--- config.mk ---
export PLATFORM = sky130hd
export DESIGN_NAME = rv_core
export DESIGN_NICKNAME = d
export VERILOG_FILES = /design/src/verilog/rv_pkg.sv /design/src/verilog/rv_core.sv /design/src/verilog/rv_fetch.sv /design/src/verilog/rv_lsu.sv /design/src/verilog/rv_alu.sv /design/src/verilog/rv_regfile.sv /design/src/verilog/rv_decoder.sv
export SDC_FILE = /design/constraint.sdc
export NUM_CORES = 2
export LEC_CHECK = 0
export BUFFER_PORTS_ARGS = -buffer_cell sky130_fd_sc_hd__buf_2
export CAP_MARGIN = 20
export CORE_ASPECT_RATIO = 1.5
export CORE_MARGIN = 2
export CORE_UTILIZATION = 45
export DETAILED_ROUTE_END_ITERATION = 6
export PLACE_DENSITY = 0.66
export SLEW_MARGIN = 10
export SYNTH_ARGS = -nofsm -noshare
export SYNTH_HDL_FRONTEND = slang
export SYNTH_SLANG_ARGS = --single-unit
--- constraint.sdc ---
create_clock -name clk -period 9.3 [get_ports clk]
set_clock_uncertainty 0.1 [all_clocks]
set_input_delay 0.465 -clock clk [delete_from_list [all_inputs] [get_ports clk]]
set_output_delay 0.465 -clock clk [all_outputs]
set_load 0.005 [all_outputs]
--- src/verilog/rv_pkg.sv ---
package rv_pkg;

  localparam int XLEN       = 32;
  localparam int REG_ADDR_W = 5;
  localparam int NUM_REGS   = 32;

  // Major opcodes, RV32I base
  localparam logic [6:0] OP_LOAD     = 7'b0000011;
  localparam logic [6:0] OP_STORE    = 7'b0100011;
  localparam logic [6:0] OP_BRANCH   = 7'b1100011;
  localparam logic [6:0] OP_JALR     = 7'b1100111;
  localparam logic [6:0] OP_MISC_MEM = 7'b0001111;
  localparam logic [6:0] OP_JAL      = 7'b1101111;
  localparam logic [6:0] OP_IMM      = 7'b0010011;
  localparam logic [6:0] OP_REG      = 7'b0110011;
  localparam logic [6:0] OP_SYSTEM   = 7'b1110011;
  localparam logic [6:0] OP_AUIPC    = 7'b0010111;
  localparam logic [6:0] OP_LUI      = 7'b0110111;

  typedef logic [XLEN-1:0] word_t;

  typedef struct packed {
    logic [6:0] funct7;
    logic [4:0] rs2;
    logic [4:0] rs1;
    logic [2:0] funct3;
    logic [4:0] rd;
    logic [6:0] opcode;
  } r_fmt_t;

  typedef struct packed {
    logic [11:0] imm;
    logic [4:0]  rs1;
    logic [2:0]  funct3;
    logic [4:0]  rd;
    logic [6:0]  opcode;
  } i_fmt_t;

  typedef struct packed {
    logic [6:0] imm_hi;
    logic [4:0] rs2;
    logic [4:0] rs1;
    logic [2:0] funct3;
    logic [4:0] imm_lo;
    logic [6:0] opcode;
  } s_fmt_t;

  // Branch offset bits are scattered, bit 0 implied zero
  typedef struct packed {
    logic       imm_12;
    logic [5:0] imm_10_5;
    logic [4:0] rs2;
    logic [4:0] rs1;
    logic [2:0] funct3;
    logic [3:0] imm_4_1;
    logic       imm_11;
    logic [6:0] opcode;
  } b_fmt_t;

  typedef struct packed {
    logic [19:0] imm;
    logic [4:0]  rd;
    logic [6:0]  opcode;
  } u_fmt_t;

  typedef struct packed {
    logic       imm_20;
    logic [9:0] imm_10_1;
    logic       imm_11;
    logic [7:0] imm_19_12;
    logic [4:0] rd;
    logic [6:0] opcode;
  } j_fmt_t;

  typedef union packed {
    r_fmt_t r;
    i_fmt_t i;
    s_fmt_t s;
    b_fmt_t b;
    u_fmt_t u;
    j_fmt_t j;
  } rv_insn_u;

  typedef enum logic [3:0] {
    ADD, SUB, SLL, SLT, SLTU, XOR, SRL, SRA, OR, AND, PASS_B
  } alu_op_e;

  // Encoded as the branch funct3
  typedef enum logic [2:0] {
    EQ  = 3'b000,
    NE  = 3'b001,
    LT  = 3'b100,
    GE  = 3'b101,
    LTU = 3'b110,
    GEU = 3'b111
  } br_cond_e;

  typedef enum logic [1:0] {BYTE = 2'b00, HALF = 2'b01, WORD = 2'b10} mem_size_e;

  typedef enum logic [1:0] {ALU = 2'b00, LOAD = 2'b01, PC_PLUS4 = 2'b10} wb_sel_e;

  typedef struct packed {
    alu_op_e   alu_op;
    logic      a_is_pc;
    logic      b_is_imm;
    logic      rf_we;
    wb_sel_e   wb_sel;
    logic      is_load;
    logic      is_store;
    mem_size_e mem_size;
    logic      mem_unsigned;
    logic      is_branch;
    br_cond_e  br_cond;
    logic      is_jal;
    logic      is_jalr;
    logic      is_ecall;
  } ctrl_t;

  typedef struct packed {
    word_t      addr;   // Word aligned
    word_t      wdata;
    logic [3:0] be;
  } dmem_req_t;

endpackage
--- src/verilog/rv_core.sv ---
`timescale 1ns/1ps

module rv_core (
  input  logic              clk,
  input  logic              rst,
  output rv_pkg::word_t     imem_addr,
  input  rv_pkg::word_t     imem_data,
  output rv_pkg::dmem_req_t dmem_req,
  input  rv_pkg::word_t     dmem_rdata,
  output logic              halt
);
  import rv_pkg::*;

  ctrl_t                 ctrl;
  word_t                 imm;
  logic [REG_ADDR_W-1:0] rs1;
  logic [REG_ADDR_W-1:0] rs2;
  logic [REG_ADDR_W-1:0] rd;
  word_t                 rs1_data;
  word_t                 rs2_data;
  word_t                 alu_a;
  word_t                 alu_b;
  word_t                 alu_result;
  logic                  br_true;
  word_t                 load_data;
  logic                  mem_ok;
  logic                  rf_we;
  word_t                 rf_wdata;

  rv_fetch fetch_i (
    .clk        (clk),
    .rst        (rst),
    .ctrl       (ctrl),
    .imm        (imm),
    .alu_result (alu_result),
    .br_true    (br_true),
    .pc         (imem_addr),
    .halt       (halt)
  );

  rv_decoder decoder_i (
    .insn (imem_data),
    .ctrl (ctrl),
    .imm  (imm),
    .rs1  (rs1),
    .rs2  (rs2),
    .rd   (rd)
  );

  rv_regfile regfile_i (
    .clk      (clk),
    .rst      (rst),
    .we       (rf_we),
    .rd       (rd),
    .rd_data  (rf_wdata),
    .rs1      (rs1),
    .rs2      (rs2),
    .rs1_data (rs1_data),
    .rs2_data (rs2_data)
  );

  assign alu_a = ctrl.a_is_pc  ? imem_addr : rs1_data;   // AUIPC
  assign alu_b = ctrl.b_is_imm ? imm       : rs2_data;

  rv_alu alu_i (
    .op      (ctrl.alu_op),
    .a       (alu_a),
    .b       (alu_b),
    .cond    (ctrl.br_cond),
    .result  (alu_result),
    .br_true (br_true)
  );

  rv_lsu lsu_i (
    .ctrl       (ctrl),
    .addr       (alu_result),   // Effective address is the ALU sum
    .store_data (rs2_data),
    .dmem_rdata (dmem_rdata),
    .dmem_req   (dmem_req),
    .load_data  (load_data),
    .mem_ok     (mem_ok)
  );

  always_comb begin
    case (ctrl.wb_sel)
      LOAD:     rf_wdata = load_data;
      PC_PLUS4: rf_wdata = imem_addr + 32'd4;   // Link value
      default:  rf_wdata = alu_result;
    endcase
  end

  // Misaligned loads leave rd untouched
  assign rf_we = ctrl.rf_we && !halt && (!ctrl.is_load || mem_ok);

endmodule

--- src/verilog/rv_fetch.sv ---
`timescale 1ns/1ps

module rv_fetch (
  input  logic          clk,
  input  logic          rst,
  input  rv_pkg::ctrl_t ctrl,
  input  rv_pkg::word_t imm,
  input  rv_pkg::word_t alu_result,
  input  logic          br_true,
  output rv_pkg::word_t pc,
  output logic          halt
);
  import rv_pkg::*;

  word_t next_pc;

  always_comb begin
    if (ctrl.is_jal || (ctrl.is_branch && br_true)) begin
      next_pc = pc + imm;
    end else if (ctrl.is_jalr) begin
      next_pc = {alu_result[XLEN-1:1], 1'b0};
    end else begin
      next_pc = pc + 32'd4;
    end
  end

  // ECALL parks the PC on itself until reset
  always_ff @(posedge clk) begin
    if (rst) begin
      pc   <= '0;
      halt <= 1'b0;
    end else if (!halt) begin
      if (ctrl.is_ecall) begin
        halt <= 1'b1;
      end else begin
        pc <= next_pc;
      end
    end
  end

endmodule

--- src/verilog/rv_lsu.sv ---
`timescale 1ns/1ps

module rv_lsu (
  input  rv_pkg::ctrl_t     ctrl,
  input  rv_pkg::word_t     addr,
  input  rv_pkg::word_t     store_data,
  input  rv_pkg::word_t     dmem_rdata,
  output rv_pkg::dmem_req_t dmem_req,
  output rv_pkg::word_t     load_data,
  output logic              mem_ok
);
  import rv_pkg::*;

  logic [1:0] offset;
  word_t      lane_data;

  assign offset = addr[1:0];

  always_comb begin
    case (ctrl.mem_size)
      BYTE:    mem_ok = 1'b1;
      HALF:    mem_ok = !offset[0];
      WORD:    mem_ok = (offset == 2'b00);
      default: mem_ok = 1'b0;
    endcase
  end

  always_comb begin
    dmem_req.addr = {addr[XLEN-1:2], 2'b00};
    dmem_req.be   = 4'b0000;
    case (ctrl.mem_size)
      BYTE:    dmem_req.wdata = {4{store_data[7:0]}};   // Same byte in every lane
      HALF:    dmem_req.wdata = {2{store_data[15:0]}};
      default: dmem_req.wdata = store_data;
    endcase
    if (ctrl.is_store && mem_ok) begin
      case (ctrl.mem_size)
        BYTE:    dmem_req.be = 4'b0001 << offset;
        HALF:    dmem_req.be = offset[1] ? 4'b1100 : 4'b0011;
        default: dmem_req.be = 4'b1111;
      endcase
    end
  end

  // Move the addressed byte or half down to bit 0
  assign lane_data = dmem_rdata >> {offset, 3'b000};

  always_comb begin
    case (ctrl.mem_size)
      BYTE: begin
        load_data = ctrl.mem_unsigned ? {24'b0, lane_data[7:0]}
                                      : {{24{lane_data[7]}}, lane_data[7:0]};
      end
      HALF: begin
        load_data = ctrl.mem_unsigned ? {16'b0, lane_data[15:0]}
                                      : {{16{lane_data[15]}}, lane_data[15:0]};
      end
      default: load_data = dmem_rdata;
    endcase
  end

endmodule

--- src/verilog/rv_alu.sv ---
`timescale 1ns/1ps

module rv_alu (
  input  rv_pkg::alu_op_e  op,
  input  rv_pkg::word_t    a,
  input  rv_pkg::word_t    b,
  input  rv_pkg::br_cond_e cond,
  output rv_pkg::word_t    result,
  output logic             br_true
);
  import rv_pkg::*;

  logic [4:0] shamt;
  logic       eq;
  logic       lt_s;
  logic       lt_u;

  assign shamt = b[4:0];
  assign eq    = (a == b);
  assign lt_s  = ($signed(a) < $signed(b));
  assign lt_u  = (a < b);

  always_comb begin
    case (op)
      ADD:     result = a + b;
      SUB:     result = a - b;
      SLL:     result = a << shamt;
      SLT:     result = {{(XLEN-1){1'b0}}, lt_s};
      SLTU:    result = {{(XLEN-1){1'b0}}, lt_u};
      XOR:     result = a ^ b;
      SRL:     result = a >> shamt;
      SRA:     result = word_t'($signed(a) >>> shamt);
      OR:      result = a | b;
      AND:     result = a & b;
      PASS_B:  result = b;   // LUI
      default: result = '0;
    endcase
  end

  // Branch compare runs alongside, whatever op says
  always_comb begin
    case (cond)
      EQ:      br_true = eq;
      NE:      br_true = !eq;
      LT:      br_true = lt_s;
      GE:      br_true = !lt_s;
      LTU:     br_true = lt_u;
      GEU:     br_true = !lt_u;
      default: br_true = 1'b0;
    endcase
  end

endmodule

--- src/verilog/rv_regfile.sv ---
`timescale 1ns/1ps

module rv_regfile (
  input  logic                          clk,
  input  logic                          rst,
  input  logic                          we,
  input  logic [rv_pkg::REG_ADDR_W-1:0] rd,
  input  rv_pkg::word_t                 rd_data,
  input  logic [rv_pkg::REG_ADDR_W-1:0] rs1,
  input  logic [rv_pkg::REG_ADDR_W-1:0] rs2,
  output rv_pkg::word_t                 rs1_data,
  output rv_pkg::word_t                 rs2_data
);
  import rv_pkg::*;

  word_t regs [1:NUM_REGS-1];   // No storage for x0

  always_ff @(posedge clk) begin
    if (rst) begin
      for (int i = 1; i < NUM_REGS; i++) begin
        regs[i] <= '0;
      end
    end else if (we && rd != '0) begin
      regs[rd] <= rd_data;
    end
  end

  assign rs1_data = (rs1 == '0) ? '0 : regs[rs1];
  assign rs2_data = (rs2 == '0) ? '0 : regs[rs2];

endmodule

--- src/verilog/rv_decoder.sv ---
`timescale 1ns/1ps

module rv_decoder (
  input  rv_pkg::rv_insn_u                 insn,
  output rv_pkg::ctrl_t                    ctrl,
  output rv_pkg::word_t                    imm,
  output logic [rv_pkg::REG_ADDR_W-1:0]    rs1,
  output logic [rv_pkg::REG_ADDR_W-1:0]    rs2,
  output logic [rv_pkg::REG_ADDR_W-1:0]    rd
);
  import rv_pkg::*;

  word_t   imm_i;
  word_t   imm_s;
  word_t   imm_b;
  word_t   imm_u;
  word_t   imm_j;
  logic    is_reg;
  logic    f7_zero;
  logic    f7_alt;
  alu_op_e arith_op;
  logic    arith_ok;

  assign rs1 = insn.r.rs1;
  assign rs2 = insn.r.rs2;
  assign rd  = insn.r.rd;

  // Sign-extended immediates for each format
  assign imm_i = {{20{insn.i.imm[11]}}, insn.i.imm};
  assign imm_s = {{20{insn.s.imm_hi[6]}}, insn.s.imm_hi, insn.s.imm_lo};
  assign imm_b = {{19{insn.b.imm_12}}, insn.b.imm_12, insn.b.imm_11,
                  insn.b.imm_10_5, insn.b.imm_4_1, 1'b0};
  assign imm_u = {insn.u.imm, 12'b0};
  assign imm_j = {{11{insn.j.imm_20}}, insn.j.imm_20, insn.j.imm_19_12,
                  insn.j.imm_11, insn.j.imm_10_1, 1'b0};

  assign is_reg  = (insn.r.opcode == OP_REG);
  assign f7_zero = (insn.r.funct7 == 7'b0000000);
  assign f7_alt  = (insn.r.funct7 == 7'b0100000);

  // ALU op shared by OP and OP-IMM; funct7 only matters for shifts and R-type
  always_comb begin
    arith_op = ADD;
    arith_ok = !is_reg || f7_zero;
    case (insn.r.funct3)
      3'b000: begin
        arith_op = (is_reg && f7_alt) ? SUB : ADD;
        arith_ok = !is_reg || f7_zero || f7_alt;
      end
      3'b001: begin
        arith_op = SLL;
        arith_ok = f7_zero;
      end
      3'b010: arith_op = SLT;
      3'b011: arith_op = SLTU;
      3'b100: arith_op = XOR;
      3'b101: begin
        arith_op = f7_alt ? SRA : SRL;
        arith_ok = f7_zero || f7_alt;
      end
      3'b110: arith_op = OR;
      default: arith_op = AND;
    endcase
  end

  always_comb begin
    ctrl = '0;   // Anything unrecognized stays a no-op
    imm  = '0;
    case (insn.r.opcode)
      OP_LUI: begin
        ctrl.alu_op   = PASS_B;
        ctrl.b_is_imm = 1'b1;
        ctrl.rf_we    = 1'b1;
        imm           = imm_u;
      end
      OP_AUIPC: begin
        ctrl.a_is_pc  = 1'b1;
        ctrl.b_is_imm = 1'b1;
        ctrl.rf_we    = 1'b1;
        imm           = imm_u;
      end
      OP_JAL: begin
        ctrl.is_jal = 1'b1;
        ctrl.rf_we  = 1'b1;
        ctrl.wb_sel = PC_PLUS4;
        imm         = imm_j;
      end
      OP_JALR: begin
        if (insn.i.funct3 == 3'b000) begin
          ctrl.is_jalr  = 1'b1;
          ctrl.b_is_imm = 1'b1;   // Target comes from the ALU sum
          ctrl.rf_we    = 1'b1;
          ctrl.wb_sel   = PC_PLUS4;
        end
        imm = imm_i;
      end
      OP_BRANCH: begin
        if (insn.b.funct3[2:1] != 2'b01) begin
          ctrl.is_branch = 1'b1;
          ctrl.br_cond   = br_cond_e'(insn.b.funct3);
        end
        imm = imm_b;
      end
      OP_LOAD: begin
        if (insn.i.funct3 inside {3'b000, 3'b001, 3'b010, 3'b100, 3'b101}) begin
          ctrl.is_load      = 1'b1;
          ctrl.b_is_imm     = 1'b1;
          ctrl.rf_we        = 1'b1;
          ctrl.wb_sel       = LOAD;
          ctrl.mem_size     = mem_size_e'(insn.i.funct3[1:0]);
          ctrl.mem_unsigned = insn.i.funct3[2];
        end
        imm = imm_i;
      end
      OP_STORE: begin
        if (insn.s.funct3 inside {3'b000, 3'b001, 3'b010}) begin
          ctrl.is_store = 1'b1;
          ctrl.b_is_imm = 1'b1;
          ctrl.mem_size = mem_size_e'(insn.s.funct3[1:0]);
        end
        imm = imm_s;
      end
      OP_IMM: begin
        if (arith_ok) begin
          ctrl.alu_op   = arith_op;
          ctrl.b_is_imm = 1'b1;
          ctrl.rf_we    = 1'b1;
        end
        imm = imm_i;
      end
      OP_REG: begin
        if (arith_ok) begin
          ctrl.alu_op = arith_op;
          ctrl.rf_we  = 1'b1;
        end
      end
      OP_SYSTEM: begin
        // Only ECALL; other system ops fall through as no-ops
        ctrl.is_ecall = ({insn.i.imm, insn.i.rs1, insn.i.funct3, insn.i.rd} == '0);
      end
      OP_MISC_MEM: begin
        // FENCE has nothing to order here
      end
      default: begin
      end
    endcase
  end

endmodule

==> key figures <==
Pwr
  • Total power draw: 15.0 mW
  • Power density over the cells: 192 nW/um2
  • Leak: 30.6 nW
  • Peak supply drop: 0.154 mV

Detailed routing
  • First-pass DRT Iterations: 7
  • Met3 WL: 35000 um
  • Vias: 57700
  • DR WL/cell: 39.2 um
  • DRT antenna net count: 0
  • Initial drt markers: 8622
  • Met2 WL post-DR: 150000 um
  • DRC Markers: 3
  • Number of vias per cell: 6.99
  • Met1 Routed Length: 100000 um
  • Detailed Route WL: 324000 um
  • Top Metal Used: met5

Yosys
  • Top cells by area, synth: edfxtp_1 45%, mux4_2 16%, nor2_1 6.4%
  • Most frequent cells after synthesis: 1154 x nor2_1, 1024 x edfxtp_1, 497 x mux4_2
  • Top-count cell post-synth: nor2_1
  • Top_reg_cell synth: edfxtp_1
  • Register area share after synthesis: 0.462
  • Yosys reg bits: 1057
  • Asr flop ratio synth: 0
  • Post-Synthesis Cell Area: 68000 um2
  • Synth unique cells: 103
  • Post-synthesis instance total: 5939
  • Mapped Avg Cell Area: 11.5 um2
  • Post-synth top area share: 0.452
  • Area leader, netlist: edfxtp_1
  • EDFF count, synth: 1024
  • Ys Warns: 0

Clock network
  • CTS Root Buffer Type: clkbuf_16
  • CTS tree: done
  • CTS sink count: 1057
  • Worst-Skew Late Latency: 0.78 ns
  • Clock-pin slew on the worst setup and hold paths: 0.07 ns
  • Htree depth: 3
  • Hold bufs inserted after CTS: 0
  • Post-CTS setup buffers: 0
  • CTS Buf Count: 100
  • Clock Path Buffers: 3
  • Post-cts gate resize count: 0

Floorplan
  • I/O pin count: 167
  • Die area: 154000 um2
  • Core area: 150000 um2
  • Die W: 322 um
  • Chip Height: 480 um
  • Initial core utilization: 0.454
  • FP Rows: 174

Run
  • MaxCap Viol Count: 0

STA
  • Setup_tns: 0 ns
  • Final hold slack: 0.169 ns
  • Post-layout minimum cycle time: 8.75 ns
  • Crit share post-route: 0.941
  • Crit path setup slack, layout: 0.551 ns
  • Slew HR: 0.117
  • Final hold viol count: 0
  • RSZ-0062 raised after global routing: false
  • Max Freq: 0.114 GHz
  • Slew Limit Fails: 0
  • Least-Margin Pin Slew: 1.32 ns
  • Endpoints failing setup: 0

Placed design
  • Pre-CTS WS: 0.646 ns
  • # port buffers: 164
  • DP HPWL: 231000 um
  • Gpl congestion: 1.07

Status
  • Outcome: finished, violations left
  • Violated checks: design-rule violations

Critical path
  • Crit end category: output pin
  • Crit-path max FO: 24
  • Worst path required time: 8.74 ns
  • Kind of critical path: in2out
  • CP arrival: 8.18 ns
  • Worst setup SP type: input pin

Final layout
  • Final net count: 6430
  • Area used by multi-input combinational logic: 34100 um2
  • FILL cells: 12900
  • Syn-to-layout area delta: 15.2%
  • Reg area: 31400 um2
  • Fraction of layout cells with a size suffix above 1: 0.261

GRT
  • Global-route wire length before repair: 445000 um
  • Total gr overflow: 0
  • Largest net degree at the start of global routing: 78
  • Initial antenna violation count: 22
  • Gr usage total: 0.416
  • Vias in the first global route: 57400

Hold path
  • Hold WC Path Type: in2reg
power by group:
| part | switching (mW) | internal, mW |
|---|---|---|
| logic | 3.48 | 1.83 |
| clock network | 1.95 | 2.24 |
| registers | 0.109 | 5.42 |
| total | 5.54 | 9.49 |
path summary, 6_finish.rpt:
check,startpoint,to,slack (ns),cells after the start
setup / recovery,imem_data[20],dmem_req[66],0.55,28
hold / removal,rst,fetch_i.pc[27],0.17,3
setup reg to reg,regfile_i.regs[19][6],regfile_i.regs[2][26],1.42,28
hold reg to reg,fetch_i.pc[17],fetch_i.pc[17],0.58,2
flip-flops by register name, summed over array words and instances (netlist names):
| register | flops |
|---|---|
| regfile_i.regs | 1024 |
| fetch_i.pc | 32 |
| fetch_i.halt | 1 |
final cells by class:
cell class | count | area share
clock buffers | 120 | 0.0332
clock inverters | 65 | 0.00838
multi-input cells | 4187 | 0.434
diodes | 12 | 0.000383
flip-flops and latches | 1057 | 0.401
inverters | 165 | 0.00793
repair buffers | 717 | 0.0842
well taps | 1936 | 0.0309
worst max-delay path: stages:
cell	delay, ns
buf_8	0.32
buf_12	0.29
buf_4	0.22
mux4_2	0.50
mux4_2	0.52
mux2i_1	0.43
nor2_1	0.22
nand2_1	0.12
a21boi_0	0.17
buf_4	0.19
ha_1	0.26
o21bai_1	0.16
a21oi_1	0.15
o41ai_1	0.09
buf_4	0.16
a211oi_1	0.98
o21ai_0	0.38
a31oi_1	0.25
buf_4	0.14
a221o_1	0.25
a31o_2	0.24
a31oi_1	0.16
o21ai_0	0.19
buf_4	0.18
a41oi_1	0.13
o21ai_0	0.45
buf_4	0.24
buf_2	0.19
metrics by stage:
stage	instance area, um2	cells	utilization
4_1_cts	78300	8243	0.522
5_1_grt	78400	8249	0.522
6_report	78400	8259	0.523
3_3_place_gp	75000	8055	0.500
3_5_place_dp	75100	8058	0.501
2_1_floorplan	68200	5972	-
placed cells by master (no fill, tap or decap), types with 22 or more instances in the layout:
cell type  instances
a211o_1           32
a211oi_1          41
a21o_1            44
a21oi_1          223
a221oi_1          23
a22o_1            32
a22oi_1           86
a31oi_1           22
and3_1            34
buf_12           126
buf_2            158
buf_4            424
clkbuf_16        101
clkinv_1          22
conb_1            34
dfxtp_1           33
edfxtp_1        1024
ha_1             132
inv_1            140
mux2_2            31
mux2i_1          292
mux4_2           497
nand2_1          351
nand2_2           32
nand2b_1          27
nand3_1           70
nand4_1           28
nor2_1          1148
nor2_2            92
nor2b_1           26
nor3_1            53
o211ai_1          56
o21a_1            30
o21ai_0          189
o221ai_1          61
o22ai_1           34
or3_1             25
xnor2_1           49
kinds of logic after synthesis:
group                      count (synthesis)  synth area share
other                                      1         0.0000551
AOI/OAI and AO/OA                       1114             0.116
muxes                                    822             0.213
DFF                                     1057             0.462
adders and majority gates                136            0.0253
and+or+nand+nor                         2013             0.128
xor gates and xnor gates                  68           0.00875
buffers and inverters                    728            0.0474
routing by layer:
layer  global-route usage  up-vias
li1                     -    23100
met1                0.445    28700
met2                0.666     4470
met3                0.109     1519
met4                0.397       20
met5                    0        -
(Power assumes the default switching activity.)
